File: config.mk
export PLATFORM = sky130hd
export DESIGN_NAME = frame_av_out
export DESIGN_NICKNAME = d
export VERILOG_FILES = /design/src/logic/av_out_pkg.sv /design/src/logic/frame_av_out.sv /design/src/logic/i2s_framer.sv /design/src/logic/i2s_serializer.sv /design/src/logic/raster_counter.sv /design/src/logic/video_timing_stage.sv
export SDC_FILE = /design/constraint.sdc
export NUM_CORES = 1
export LEC_CHECK = 0
export ABC_AREA = 1
export BUFFER_PORTS_ARGS = -buffer_cell sky130_fd_sc_hd__buf_2
export CORE_MARGIN = 5
export CORE_UTILIZATION = 35
export DETAILED_ROUTE_END_ITERATION = 6
export GPL_ROUTABILITY_DRIVEN = 0
export GPL_TIMING_DRIVEN = 0
export SETUP_SLACK_MARGIN = 0.15
export SLEW_MARGIN = 20
export SYNTH_ARGS = -nofsm -noshare
export SYNTH_HDL_FRONTEND = slang
export SYNTH_SLANG_ARGS = --single-unit
File: constraint.sdc
create_clock -name audgen_mclk -period 3.09 [get_ports audgen_mclk]
set_input_delay 0.4635 -clock audgen_mclk [delete_from_list [all_inputs] [get_ports audgen_mclk]]
set_output_delay 0.4635 -clock audgen_mclk [all_outputs]
set_load 0.005 [all_outputs]
File: src/logic/av_out_pkg.sv
// shared types for the video and audio output paths
// raster coordinates are 10 bits, so totals above 1023 do not fit
// audio slots assume 32 bit clocks per channel with 16 data bits

`default_nettype none

package av_out_pkg;

    //////////////////////////////////////////////////////////////////////
    // raster
    //////////////////////////////////////////////////////////////////////

    // one coordinate on either axis
    typedef logic [9:0] coord_t;

    // current raster position
    typedef struct packed {
        coord_t x;
        coord_t y;
    } raster_pos_t;

    // registered timing flags toward the scaler
    typedef struct packed {
        // data enable, high inside the active window
        logic de;
        // one-cycle line sync
        logic hs;
        // one-cycle frame sync
        logic vs;
    } video_flags_t;

    //////////////////////////////////////////////////////////////////////
    // pixels
    //////////////////////////////////////////////////////////////////////

    // emulator pixel, r in [11:8], g in [7:4], b in [3:0]
    typedef logic [11:0] rgb444_t;

    // scaler pixel, one byte per colour
    typedef logic [23:0] rgb888_t;

    //////////////////////////////////////////////////////////////////////
    // audio
    //////////////////////////////////////////////////////////////////////

    // signed channel sample
    typedef logic [15:0] audio_word_t;

    typedef struct packed {
        audio_word_t left;
        audio_word_t right;
    } stereo_sample_t;

    // bit position inside one 32-bit channel slot
    typedef logic [4:0] slot_index_t;

    // framer to serializer
    typedef struct packed {
        // bit clock level
        logic        sclk;
        // strobe, sclk falls after this cycle
        logic        sclk_fall;
        // word clock, 0 for left
        logic        lrck;
        slot_index_t slot;
    } i2s_tick_t;

    // data bits per slot, the rest of the slot is zero pad
    localparam int audio_bits_c = 16;

endpackage

`default_nettype wire

File: src/logic/frame_av_out.sv
// video and audio output path, all on the 12.288 MHz audgen_mclk
// default raster is 400x512 with a 320x240 window, one frame per 204800 clocks
// I2S frame is 256 mclk, every output is free-running with no back-pressure

`timescale 1ns/1ps
`default_nettype none

module frame_av_out #(
    parameter int H_TOTAL   = 400,
    parameter int V_TOTAL   = 512,
    parameter int H_ACTIVE  = 320,
    parameter int V_ACTIVE  = 240,
    parameter int H_BPORCH  = 10,
    parameter int V_BPORCH  = 10,
    parameter int HS_OFFSET = 3
) (
    input  wire                             audgen_mclk,
    input  wire                             reset_n,
    // emulator side
    input  wire av_out_pkg::rgb444_t        pixel,
    input  wire av_out_pkg::stereo_sample_t sample,
    // scaler video
    output wire av_out_pkg::rgb888_t        video_rgb,
    output wire                             video_de,
    output wire                             video_hs,
    output wire                             video_vs,
    // I2S
    output wire                             audio_sclk,
    output wire                             audio_lrck,
    output wire                             audio_dac
);

    import av_out_pkg::*;

    raster_pos_t  pos;
    video_flags_t flags;
    i2s_tick_t    tick;

    //////////////////////////////////////////////////////////////////////
    // video pipeline
    //////////////////////////////////////////////////////////////////////

    // position counters
    raster_counter #(
        .H_TOTAL (H_TOTAL),
        .V_TOTAL (V_TOTAL)
    ) i_raster_counter (
        .audgen_mclk (audgen_mclk),
        .reset_n     (reset_n),
        .pos         (pos)
    );

    // sync, de and pixel widening
    video_timing_stage #(
        .H_ACTIVE  (H_ACTIVE),
        .V_ACTIVE  (V_ACTIVE),
        .H_BPORCH  (H_BPORCH),
        .V_BPORCH  (V_BPORCH),
        .HS_OFFSET (HS_OFFSET)
    ) i_video_timing_stage (
        .audgen_mclk (audgen_mclk),
        .reset_n     (reset_n),
        .pos         (pos),
        .pixel       (pixel),
        .flags       (flags),
        .rgb         (video_rgb)
    );

    // flags out to the pins
    assign video_de = flags.de;
    assign video_hs = flags.hs;
    assign video_vs = flags.vs;

    //////////////////////////////////////////////////////////////////////
    // audio pipeline
    //////////////////////////////////////////////////////////////////////

    // bit clock and slot timing
    i2s_framer i_i2s_framer (
        .audgen_mclk (audgen_mclk),
        .reset_n     (reset_n),
        .tick        (tick)
    );

    // sample latch and shift out
    i2s_serializer i_i2s_serializer (
        .audgen_mclk (audgen_mclk),
        .reset_n     (reset_n),
        .tick        (tick),
        .sample      (sample),
        .sclk        (audio_sclk),
        .lrck        (audio_lrck),
        .dac         (audio_dac)
    );

endmodule

`default_nettype wire

File: src/logic/i2s_framer.sv
// bit clock is mclk divided by 4, word clock toggles every 32 bit clocks
// slot and lrck advance in step with the falling bit clock
// the tick is combinational from the counters, the serializer registers it

`timescale 1ns/1ps
`default_nettype none

module i2s_framer (
    input  wire                   audgen_mclk,
    input  wire                   reset_n,
    output av_out_pkg::i2s_tick_t tick
);

    import av_out_pkg::*;

    // mclk divider, top bit is sclk
    logic [1:0]  div_q;
    // bit position within the current channel
    slot_index_t slot_q;
    // 0 while the left channel is on the wire
    logic        lrck_q;
    // divider wraps 3 -> 0 after this cycle
    logic        fall_now;

    assign fall_now = (div_q == 2'd3);

    //////////////////////////////////////////////////////////////////////
    // divider, slot counter and word clock
    //////////////////////////////////////////////////////////////////////

    always_ff @(posedge audgen_mclk or negedge reset_n) begin
        if (!reset_n) begin
            div_q  <= '0;
            slot_q <= '0;
            lrck_q <= 1'b0;
        end else begin
            div_q <= div_q + 2'd1;
            if (fall_now) begin
                // one slot per bit clock
                slot_q <= slot_q + slot_index_t'(1);
                // 32 slots per channel, then swap
                if (slot_q == '1) begin
                    lrck_q <= ~lrck_q;
                end
            end
        end
    end

    // pack for the serializer
    always_comb begin
        tick.sclk      = div_q[1];
        tick.sclk_fall = fall_now;
        tick.lrck      = lrck_q;
        tick.slot      = slot_q;
    end

endmodule

`default_nettype wire

File: src/logic/i2s_serializer.sv
// I2S data, msb first, 16 data bits then 16 zero bits per channel
// a new stereo pair is taken only at the start of each left half
// the first frame after reset sends silence

`timescale 1ns/1ps
`default_nettype none

module i2s_serializer (
    input  wire                             audgen_mclk,
    input  wire                             reset_n,
    input  wire av_out_pkg::i2s_tick_t      tick,
    input  wire av_out_pkg::stereo_sample_t sample,
    output logic                            sclk,
    output logic                            lrck,
    output logic                            dac
);

    import av_out_pkg::*;

    stereo_sample_t held_q;
    audio_word_t    word_now;
    logic [3:0]     bit_idx;
    logic           in_data;
    logic           data_bit;
    logic           frame_wrap;

    // last falling edge of the right half, next slot is left 0
    assign frame_wrap = tick.sclk_fall && tick.lrck && (tick.slot == '1);

    //////////////////////////////////////////////////////////////////////
    // bit select
    //////////////////////////////////////////////////////////////////////

    assign word_now = tick.lrck ? held_q.right : held_q.left;
    // slot 0 carries bit 15
    assign bit_idx  = 4'(audio_bits_c - 1) - tick.slot[3:0];
    assign in_data  = (tick.slot < slot_index_t'(audio_bits_c));
    // zero pad in the upper half of the slot
    assign data_bit = in_data ? word_now[bit_idx] : 1'b0;

    // sample latch, one pair per frame
    always_ff @(posedge audgen_mclk or negedge reset_n) begin
        if (!reset_n) begin
            held_q <= '0;
        end else if (frame_wrap) begin
            held_q <= sample;
        end
    end

    //////////////////////////////////////////////////////////////////////
    // output register
    //////////////////////////////////////////////////////////////////////

    // clocks and data leave on the same edge
    always_ff @(posedge audgen_mclk or negedge reset_n) begin
        if (!reset_n) begin
            sclk <= 1'b0;
            lrck <= 1'b0;
            dac  <= 1'b0;
        end else begin
            sclk <= tick.sclk;
            lrck <= tick.lrck;
            dac  <= data_bit;
        end
    end

endmodule

`default_nettype wire

File: src/logic/raster_counter.sv
// free-running raster position, no external sync input
// H_TOTAL and V_TOTAL must both fit in a 10-bit coordinate
// position comes out of reset at x 0, y 0

`timescale 1ns/1ps
`default_nettype none

module raster_counter #(
    parameter int H_TOTAL = 400,
    parameter int V_TOTAL = 512
) (
    input  wire                     audgen_mclk,
    input  wire                     reset_n,
    output av_out_pkg::raster_pos_t pos
);

    import av_out_pkg::*;

    // last position on each axis before the wrap
    localparam coord_t X_LAST = coord_t'(H_TOTAL - 1);
    localparam coord_t Y_LAST = coord_t'(V_TOTAL - 1);

    //////////////////////////////////////////////////////////////////////
    // x and y counters
    //////////////////////////////////////////////////////////////////////

    always_ff @(posedge audgen_mclk or negedge reset_n) begin
        if (!reset_n) begin
            pos <= '0;
        end else begin
            // x steps every clock
            if (pos.x == X_LAST) begin
                pos.x <= '0;
                // y steps only on the x wrap
                if (pos.y == Y_LAST) begin
                    // end of frame
                    pos.y <= '0;
                end else begin
                    pos.y <= pos.y + coord_t'(1);
                end
            end else begin
                pos.x <= pos.x + coord_t'(1);
            end
        end
    end

endmodule

`default_nettype wire

File: src/logic/video_timing_stage.sv
// flags appear one clock after the position they decode
// rgb appears two clocks after the pixel input and is black outside de
// the window bounds must lie inside the raster totals of raster_counter

`timescale 1ns/1ps
`default_nettype none

module video_timing_stage #(
    parameter int H_ACTIVE  = 320,
    parameter int V_ACTIVE  = 240,
    parameter int H_BPORCH  = 10,
    parameter int V_BPORCH  = 10,
    parameter int HS_OFFSET = 3
) (
    input  wire                          audgen_mclk,
    input  wire                          reset_n,
    input  wire av_out_pkg::raster_pos_t pos,
    input  wire av_out_pkg::rgb444_t     pixel,
    output av_out_pkg::video_flags_t     flags,
    output av_out_pkg::rgb888_t          rgb
);

    import av_out_pkg::*;

    // active window, start inclusive and end exclusive
    localparam coord_t X_DE_START = coord_t'(H_BPORCH);
    localparam coord_t X_DE_END   = coord_t'(H_BPORCH + H_ACTIVE);
    localparam coord_t Y_DE_START = coord_t'(V_BPORCH);
    localparam coord_t Y_DE_END   = coord_t'(V_BPORCH + V_ACTIVE);
    // hs trails vs by this many clocks
    localparam coord_t X_HS       = coord_t'(HS_OFFSET);

    rgb444_t pixel_q;
    logic    in_window;
    logic    at_line_sync;
    logic    at_frame_start;

    // nibble to the high half of each byte, low nibbles zero
    function automatic rgb888_t widen(input rgb444_t p);
        return {p[11:8], 4'h0, p[7:4], 4'h0, p[3:0], 4'h0};
    endfunction

    //////////////////////////////////////////////////////////////////////
    // position decode
    //////////////////////////////////////////////////////////////////////

    assign in_window = (pos.x >= X_DE_START) && (pos.x < X_DE_END) &&
                       (pos.y >= Y_DE_START) && (pos.y < Y_DE_END);

    assign at_line_sync   = (pos.x == X_HS);
    assign at_frame_start = (pos.x == '0) && (pos.y == '0);

    // first pixel stage
    always_ff @(posedge audgen_mclk) begin
        pixel_q <= pixel;
    end

    //////////////////////////////////////////////////////////////////////
    // registered flags and second pixel stage
    //////////////////////////////////////////////////////////////////////

    always_ff @(posedge audgen_mclk or negedge reset_n) begin
        if (!reset_n) begin
            flags <= '0;
            rgb   <= '0;
        end else begin
            flags.de <= in_window;
            flags.hs <= at_line_sync;
            flags.vs <= at_frame_start;
            // black in the porches, same clock as de
            rgb <= in_window ? widen(pixel_q) : '0;
        end
    end

endmodule

`default_nettype wire

Word level (Yosys, flattened, before mapping)

Cells that the tools add are included.

Register bits: 102
Input port bits: 46
Output and inout port bits: 30
Word-level logic and storage cells: 48

Add/subtract/negate cells: 5
Magnitude comparators: 6
Equality and inequality tests: 5
Muxes and demuxes: 7
Bitwise operators: 1
Reductions and logical operators: 9

Operator list:

| kind                                                        | number |
|---|---|
| two-way mux 24 bit                                          | 1 |
| adder 10 x 1 -> 10 bit, second input constant               | 2 |
| == test 10 x 9 -> 1 bit, second input constant              | 2 |
| >= comparator 10 x 4 -> 1 bit, second input constant        | 2 |
| zero test 10 bit                                            | 2 |
| two-way mux 10 bit                                          | 2 |
| two-way mux 16 bit                                          | 1 |
| == test 10 x 2 -> 1 bit, second input constant              | 1 |
| less-than comparator 10 x 8 -> 1 bit, second input constant | 1 |
| less-than comparator 10 x 9 -> 1 bit, second input constant | 1 |
| logical AND 1 bit                                           | 6 |
| adder 5 x 1 -> 5 bit, second input constant                 | 1 |
| == test 5 bit, second input constant                        | 1 |
| less-than comparator 4 x 5 -> 1 bit, second input constant  | 1 |
| less-than comparator 5 bit, second input constant           | 1 |
| binary-select mux 1 bit (select 4 bit)                      | 1 |
| subtractor 4 bit, first input constant                      | 1 |
| adder 2 x 1 -> 2 bit, second input constant                 | 1 |
| == test 2 bit, second input constant                        | 1 |
| two-way mux 1 bit                                           | 2 |
| AND reduction 2 bit                                         | 1 |
| NOT 1 bit                                                   | 1 |

Longest topological paths before layout

Word-level depth: 5
Gate-level depth with buffers: 11
Gate-level depth less buffers: 11

By module

A second synthesis with hierarchy kept.

Cell total of the unflattened synthesis: 506
Area total of the unflattened synthesis: 4,354.2 um^2

Modules (own cells, without submodules):

| module             | times used | cells an instance | area an instance (um^2) | seq. area each (um^2) |
|---|---|---|---|---|
| i2s_serializer     | 1          | 219               | 1,855.5                 | 875.8 |
| raster_counter     | 1          | 140               | 1,083.5                 | 500.5 |
| video_timing_stage | 1          | 111               | 1,033.5                 | 615.6 |
| i2s_framer         | 1          | 36                | 381.6                   | 200.2 |

Least setup slack after synthesis

No wires, ideal clock.

Path kind: flip-flop to flip-flop
From: reg i_i2s_framer.slot_q[0]
To: reg i_i2s_serializer.held_q[16] in the netlist's numbering
Library setup time: 0.125 ns
Data arrival time: 1.542 ns
Data required time: 2.965 ns
Slack: 1.424 ns
Stages on the path, launching flop included: 8
Path buffers: 1
Period minus slack after synthesis: 1.666 ns
Path through: dfrtp_1 -> ha_1 -> nand2_1 -> nor2_1 -> ha_1 -> nand3_4 -> buf_2 -> mux2_2

Longest elaborated chain between the ends: 2

RTL lines:

| what                   | line                 | RTL |
|---|---|---|
| start, declared        | i2s_framer.sv:19     | `slot_index_t slot_q;` |
| start signal, assigned | i2s_framer.sv:40     | `slot_q <= slot_q + slot_index_t'(1);` |
| == test 5 bit          | i2s_serializer.sv:28 | `assign frame_wrap = tick.sclk_fall && tick.lrck && (tick.slot == '1);` |
| logical AND 1 bit      | i2s_serializer.sv:28 |  |
| end signal, assigned   | i2s_serializer.sv:46 | `held_q <= sample;` |
| end, declared          | i2s_serializer.sv:20 | `stereo_sample_t held_q;` |

No other way between the ends.
A chain may end at the register's enable or synchronous reset.

Worst setup path after layout

From: reg i_i2s_framer.slot_q[1]
To: reg i_i2s_serializer.held_q[19] in the netlist's numbering

The elaborated chain is that of the path after synthesis.

==> summary.md <==
| Metric | Value |
|---|---|
| Status | `completed` |
| Area delta synth->final | `21.5%` |
| Flop-to-flop setup slack | `1.24 ns` |
| Register area share after synthesis | `0.542` |
| RSZ-0062 raised after global routing | `no` |
| # DRC | `0` |
| Synth Area per Inst | `8.88 um^2` |
| Tcrit/Tclk final | `0.597` |
| Hold violation count in the final report | `0` |
| Htree depth | `3` |
| Nets | `595` |
| Overall power | `0.00242 W` |
| Critical path fanouts, max | `10` |
| Io pins | `76` |
| Required time worst endpoint | `3.31 ns` |
| Remaining antenna violation count | `0` |
| Cells after Synth | `455` |
| PnR worst setup slack | `1.24 ns` |
| Root buffer cell | `clkbuf_16` |
| Minimum clock period | `1.85 ns` |
| Flops & latches, synth | `90` |
| Num rows | `39` |
| CTS Hold Bufs | `0` |
| Worst endpoint data arrival time | `2.06 ns` |
| DR iter-0 viols | `149` |
| Max_cap viols | `0` |
| Final number of max-transition violations | `0` |
| Clock Latency Late Sink | `0.33 ns` |
| CTS max path bufs | `2` |
| CTS tree | `yes` |
| FF-to-FF Start | `i_i2s_framer.slot_q[1]$_DFFE_PN0P_` |
| Die Area | `0.0138 mm^2` |
| Final Setup Violations | `0` |
| Setup Skew | `0.00660 ns` |
| Critical path origin | `i_i2s_framer.slot_q[1]$_DFFE_PN0P_` |
| Global-route wire length before repair | `15.0 mm` |
| CP endpoint kind | `flop` |
| Crit Path Class | `reg -> reg` |
| Num CTS Buffers | `9` |
| Setup_tns | `0 ns` |
| Post-DP Area | `0.00461 mm^2` |
| Total GRT Usage | `0.130` |
| Vias per inst | `4.50` |
| Synth cell types | `32` |
| Pre-CTS setup slack | `1.25 ns` |
| Final Instance Area | `0.00491 mm^2` |
| Ys Warns | `0` |
| First-pass DRT Iterations | `6` |
| DPL Wire Length | `6.46 mm` |
| Clk sinks | `90` |
| ANT cells | `0` |
| Pwr Density | `492 mW/mm^2` |
| Die H | `117 um` |
| Post-Syn Area | `0.00404 mm^2` |
| Worst hold path type | `in -> async` |
| Largest net degree at the start of global routing | `54` |
| I/O Buffers | `63` |
| VDD IR max | `338 uV` |
| Setup Buffers After CTS | `0` |
| Hold slack | `0.0435 ns` |
| Setup crit start kind | `flop` |
| Clock transition at path regs | `0.07 ns` |
| CTS resizes | `0` |
| Area of the multi-input gates | `0.00148 mm^2` |
| Total core area | `0.0114 mm^2` |
| Reg area | `0.00219 mm^2` |
| Fill cells | `1,128` |
| Via count | `3,101` |
| Total leakage power | `2.62 nW` |
| Vias in the first global route | `3,254` |
| Fmax | `0.542 GHz` |
| Ratio of cells with drive above 1 in the final layout | `0.238` |
| Post-Route WL | `8.61 mm` |
| Initial antenna violation count | `2` |
| GR Overflow Total | `0` |
| Die Wd | `117 um` |
| Initial Util | `0.356` |
| Drt wl/cell | `12.5 um` |
## through the flow
step | instances | utilization
2_1_floorplan | 466 | -
3_3_place_gp | 672 | 0.403
3_5_place_dp | 673 | 0.405
4_1_cts | 689 | 0.432
5_1_grt | 689 | 0.432
6_report | 689 | 0.432
## metal layers
layer | global-route usage | part of all wire | vias up
met5 | 0 | 0.0022 | -
li1 | - | - | 1560
met4 | 0.0473 | 0.023 | 4
met3 | 0.0476 | 0.066 | 22
met2 | 0.216 | 0.47 | 81
met1 | 0.154 | 0.43 | 1434
## cell usage after synthesis
cell	instances	area share
a21oi_1	24	0.030
a21oi_2	2	0.0043
and3_2	1	0.0019
buf_2	7	0.0087
buf_4	13	0.024
buf_6	3	0.0084
clkbuf_1	2	0.0019
conb_1	1	0.00093
dfrtp_1	78	0.48
dfxtp_1	12	0.059
ha_1	8	0.025
inv_1	62	0.058
inv_2	2	0.0019
mux2_1	1	0.0028
mux2_2	12	0.033
nand2_1	83	0.077
nand3_1	28	0.035
nand3_2	3	0.0074
nand3_4	1	0.0043
nand4_1	3	0.0046
nor2_1	71	0.066
nor2_2	2	0.0031
nor2_4	1	0.0028
nor3_1	3	0.0037
nor3_2	2	0.0050
nor3b_1	1	0.0019
nor4_1	1	0.0015
o21ai_0	13	0.016
o21ai_1	2	0.0025
or2_0	1	0.0015
or2_2	1	0.0015
xor2_1	11	0.024
## cell type report
type / count / area share
well taps: 143 / 0.0364
inverters: 64 / 0.0489
clock inverters: 5 / 0.00815
multi-input cells: 287 / 0.301
flip-flops and latches: 90 / 0.446
clock buffers: 11 / 0.0537
plain buffers: 25 / 0.0354
repair buffers: 64 / 0.0703
## kinds of logic after synthesis
group,after synthesis,synth area share
mux,13,0.0362
flops,90,0.542
fa+ha+maj,8,0.0248
compound gates,41,0.0526
simple gates,202,0.217
other cells,1,0.000928
xor+xnor,11,0.0238
buf+inv,89,0.102
## cell usage in the layout, fill, tap and decap left out, types with 2 or more instances in the layout
cell type  Yosys  final
dfrtp_1       78     78
nor2_1        71     71
xor2_1        11     11
nor3_2         2      2
o21ai_1        2      2
nand3_1       28     28
nand2_1       83     83
nand4_1        3      3
inv_1         62     62
buf_2          7     69
buf_6          3      3
inv_6          0      3
nor3_1         3      3
o21ai_0       13     13
clkbuf_1       2      2
a21oi_2        2      2
conb_1         1     12
nand3_2        3      3
clkbuf_16      0     10
buf_4         13     14
nor2_2         2      2
inv_2          2      2
ha_1           8      8
dfxtp_1       12     12
a21oi_1       24     24
mux2_2        12     12
## registers in the layout (all words and copies together), names as in the netlist, 2 cells and up
name / count
i_video_timing_stage.flags: 3
i_raster_counter.pos: 20
i_video_timing_stage.rgb: 12
i_i2s_serializer.held_q: 32
i_i2s_framer.div_q: 2
i_i2s_framer.slot_q: 5
i_video_timing_stage.pixel_q: 12
## path summary, 6_finish.rpt
path,to,cells past startpoint
worst min-delay path,i_i2s_serializer.held_q[10]$_DFFE_PN0P_,1
worst min register to register,i_i2s_serializer.sclk$_DFF_PN0_,0
min in group audgen_mclk,i_video_timing_stage.pixel_q[9]$_DFF_P_,1
worst max register to register,i_i2s_serializer.held_q[19]$_DFFE_PN0P_,7
max in group asynchronous,i_video_timing_stage.rgb[12]$_DFF_PN0_,2
worst max-delay path,i_i2s_serializer.held_q[19]$_DFFE_PN0P_,7
## power breakdown
part           leakage [nW]  total, W  internal (W)  switching (W)
Combinational          1.38  0.000107     0.0000514      0.0000558
Sequential             1.09   0.00122       0.00121      0.0000100
Clock                 0.152   0.00110      0.000625       0.000471
Total                  2.62   0.00242       0.00188       0.000537
## critical path, stage by stage (launching register included)
cell	delay (ns)
dfrtp_1	0.44
ha_1	0.23
nand2_1	0.07
nor2_1	0.04
ha_1	0.21
nand3_4	0.11
buf_2	0.26
mux2_2	0.36
Power figures use the tool's default switching activity.
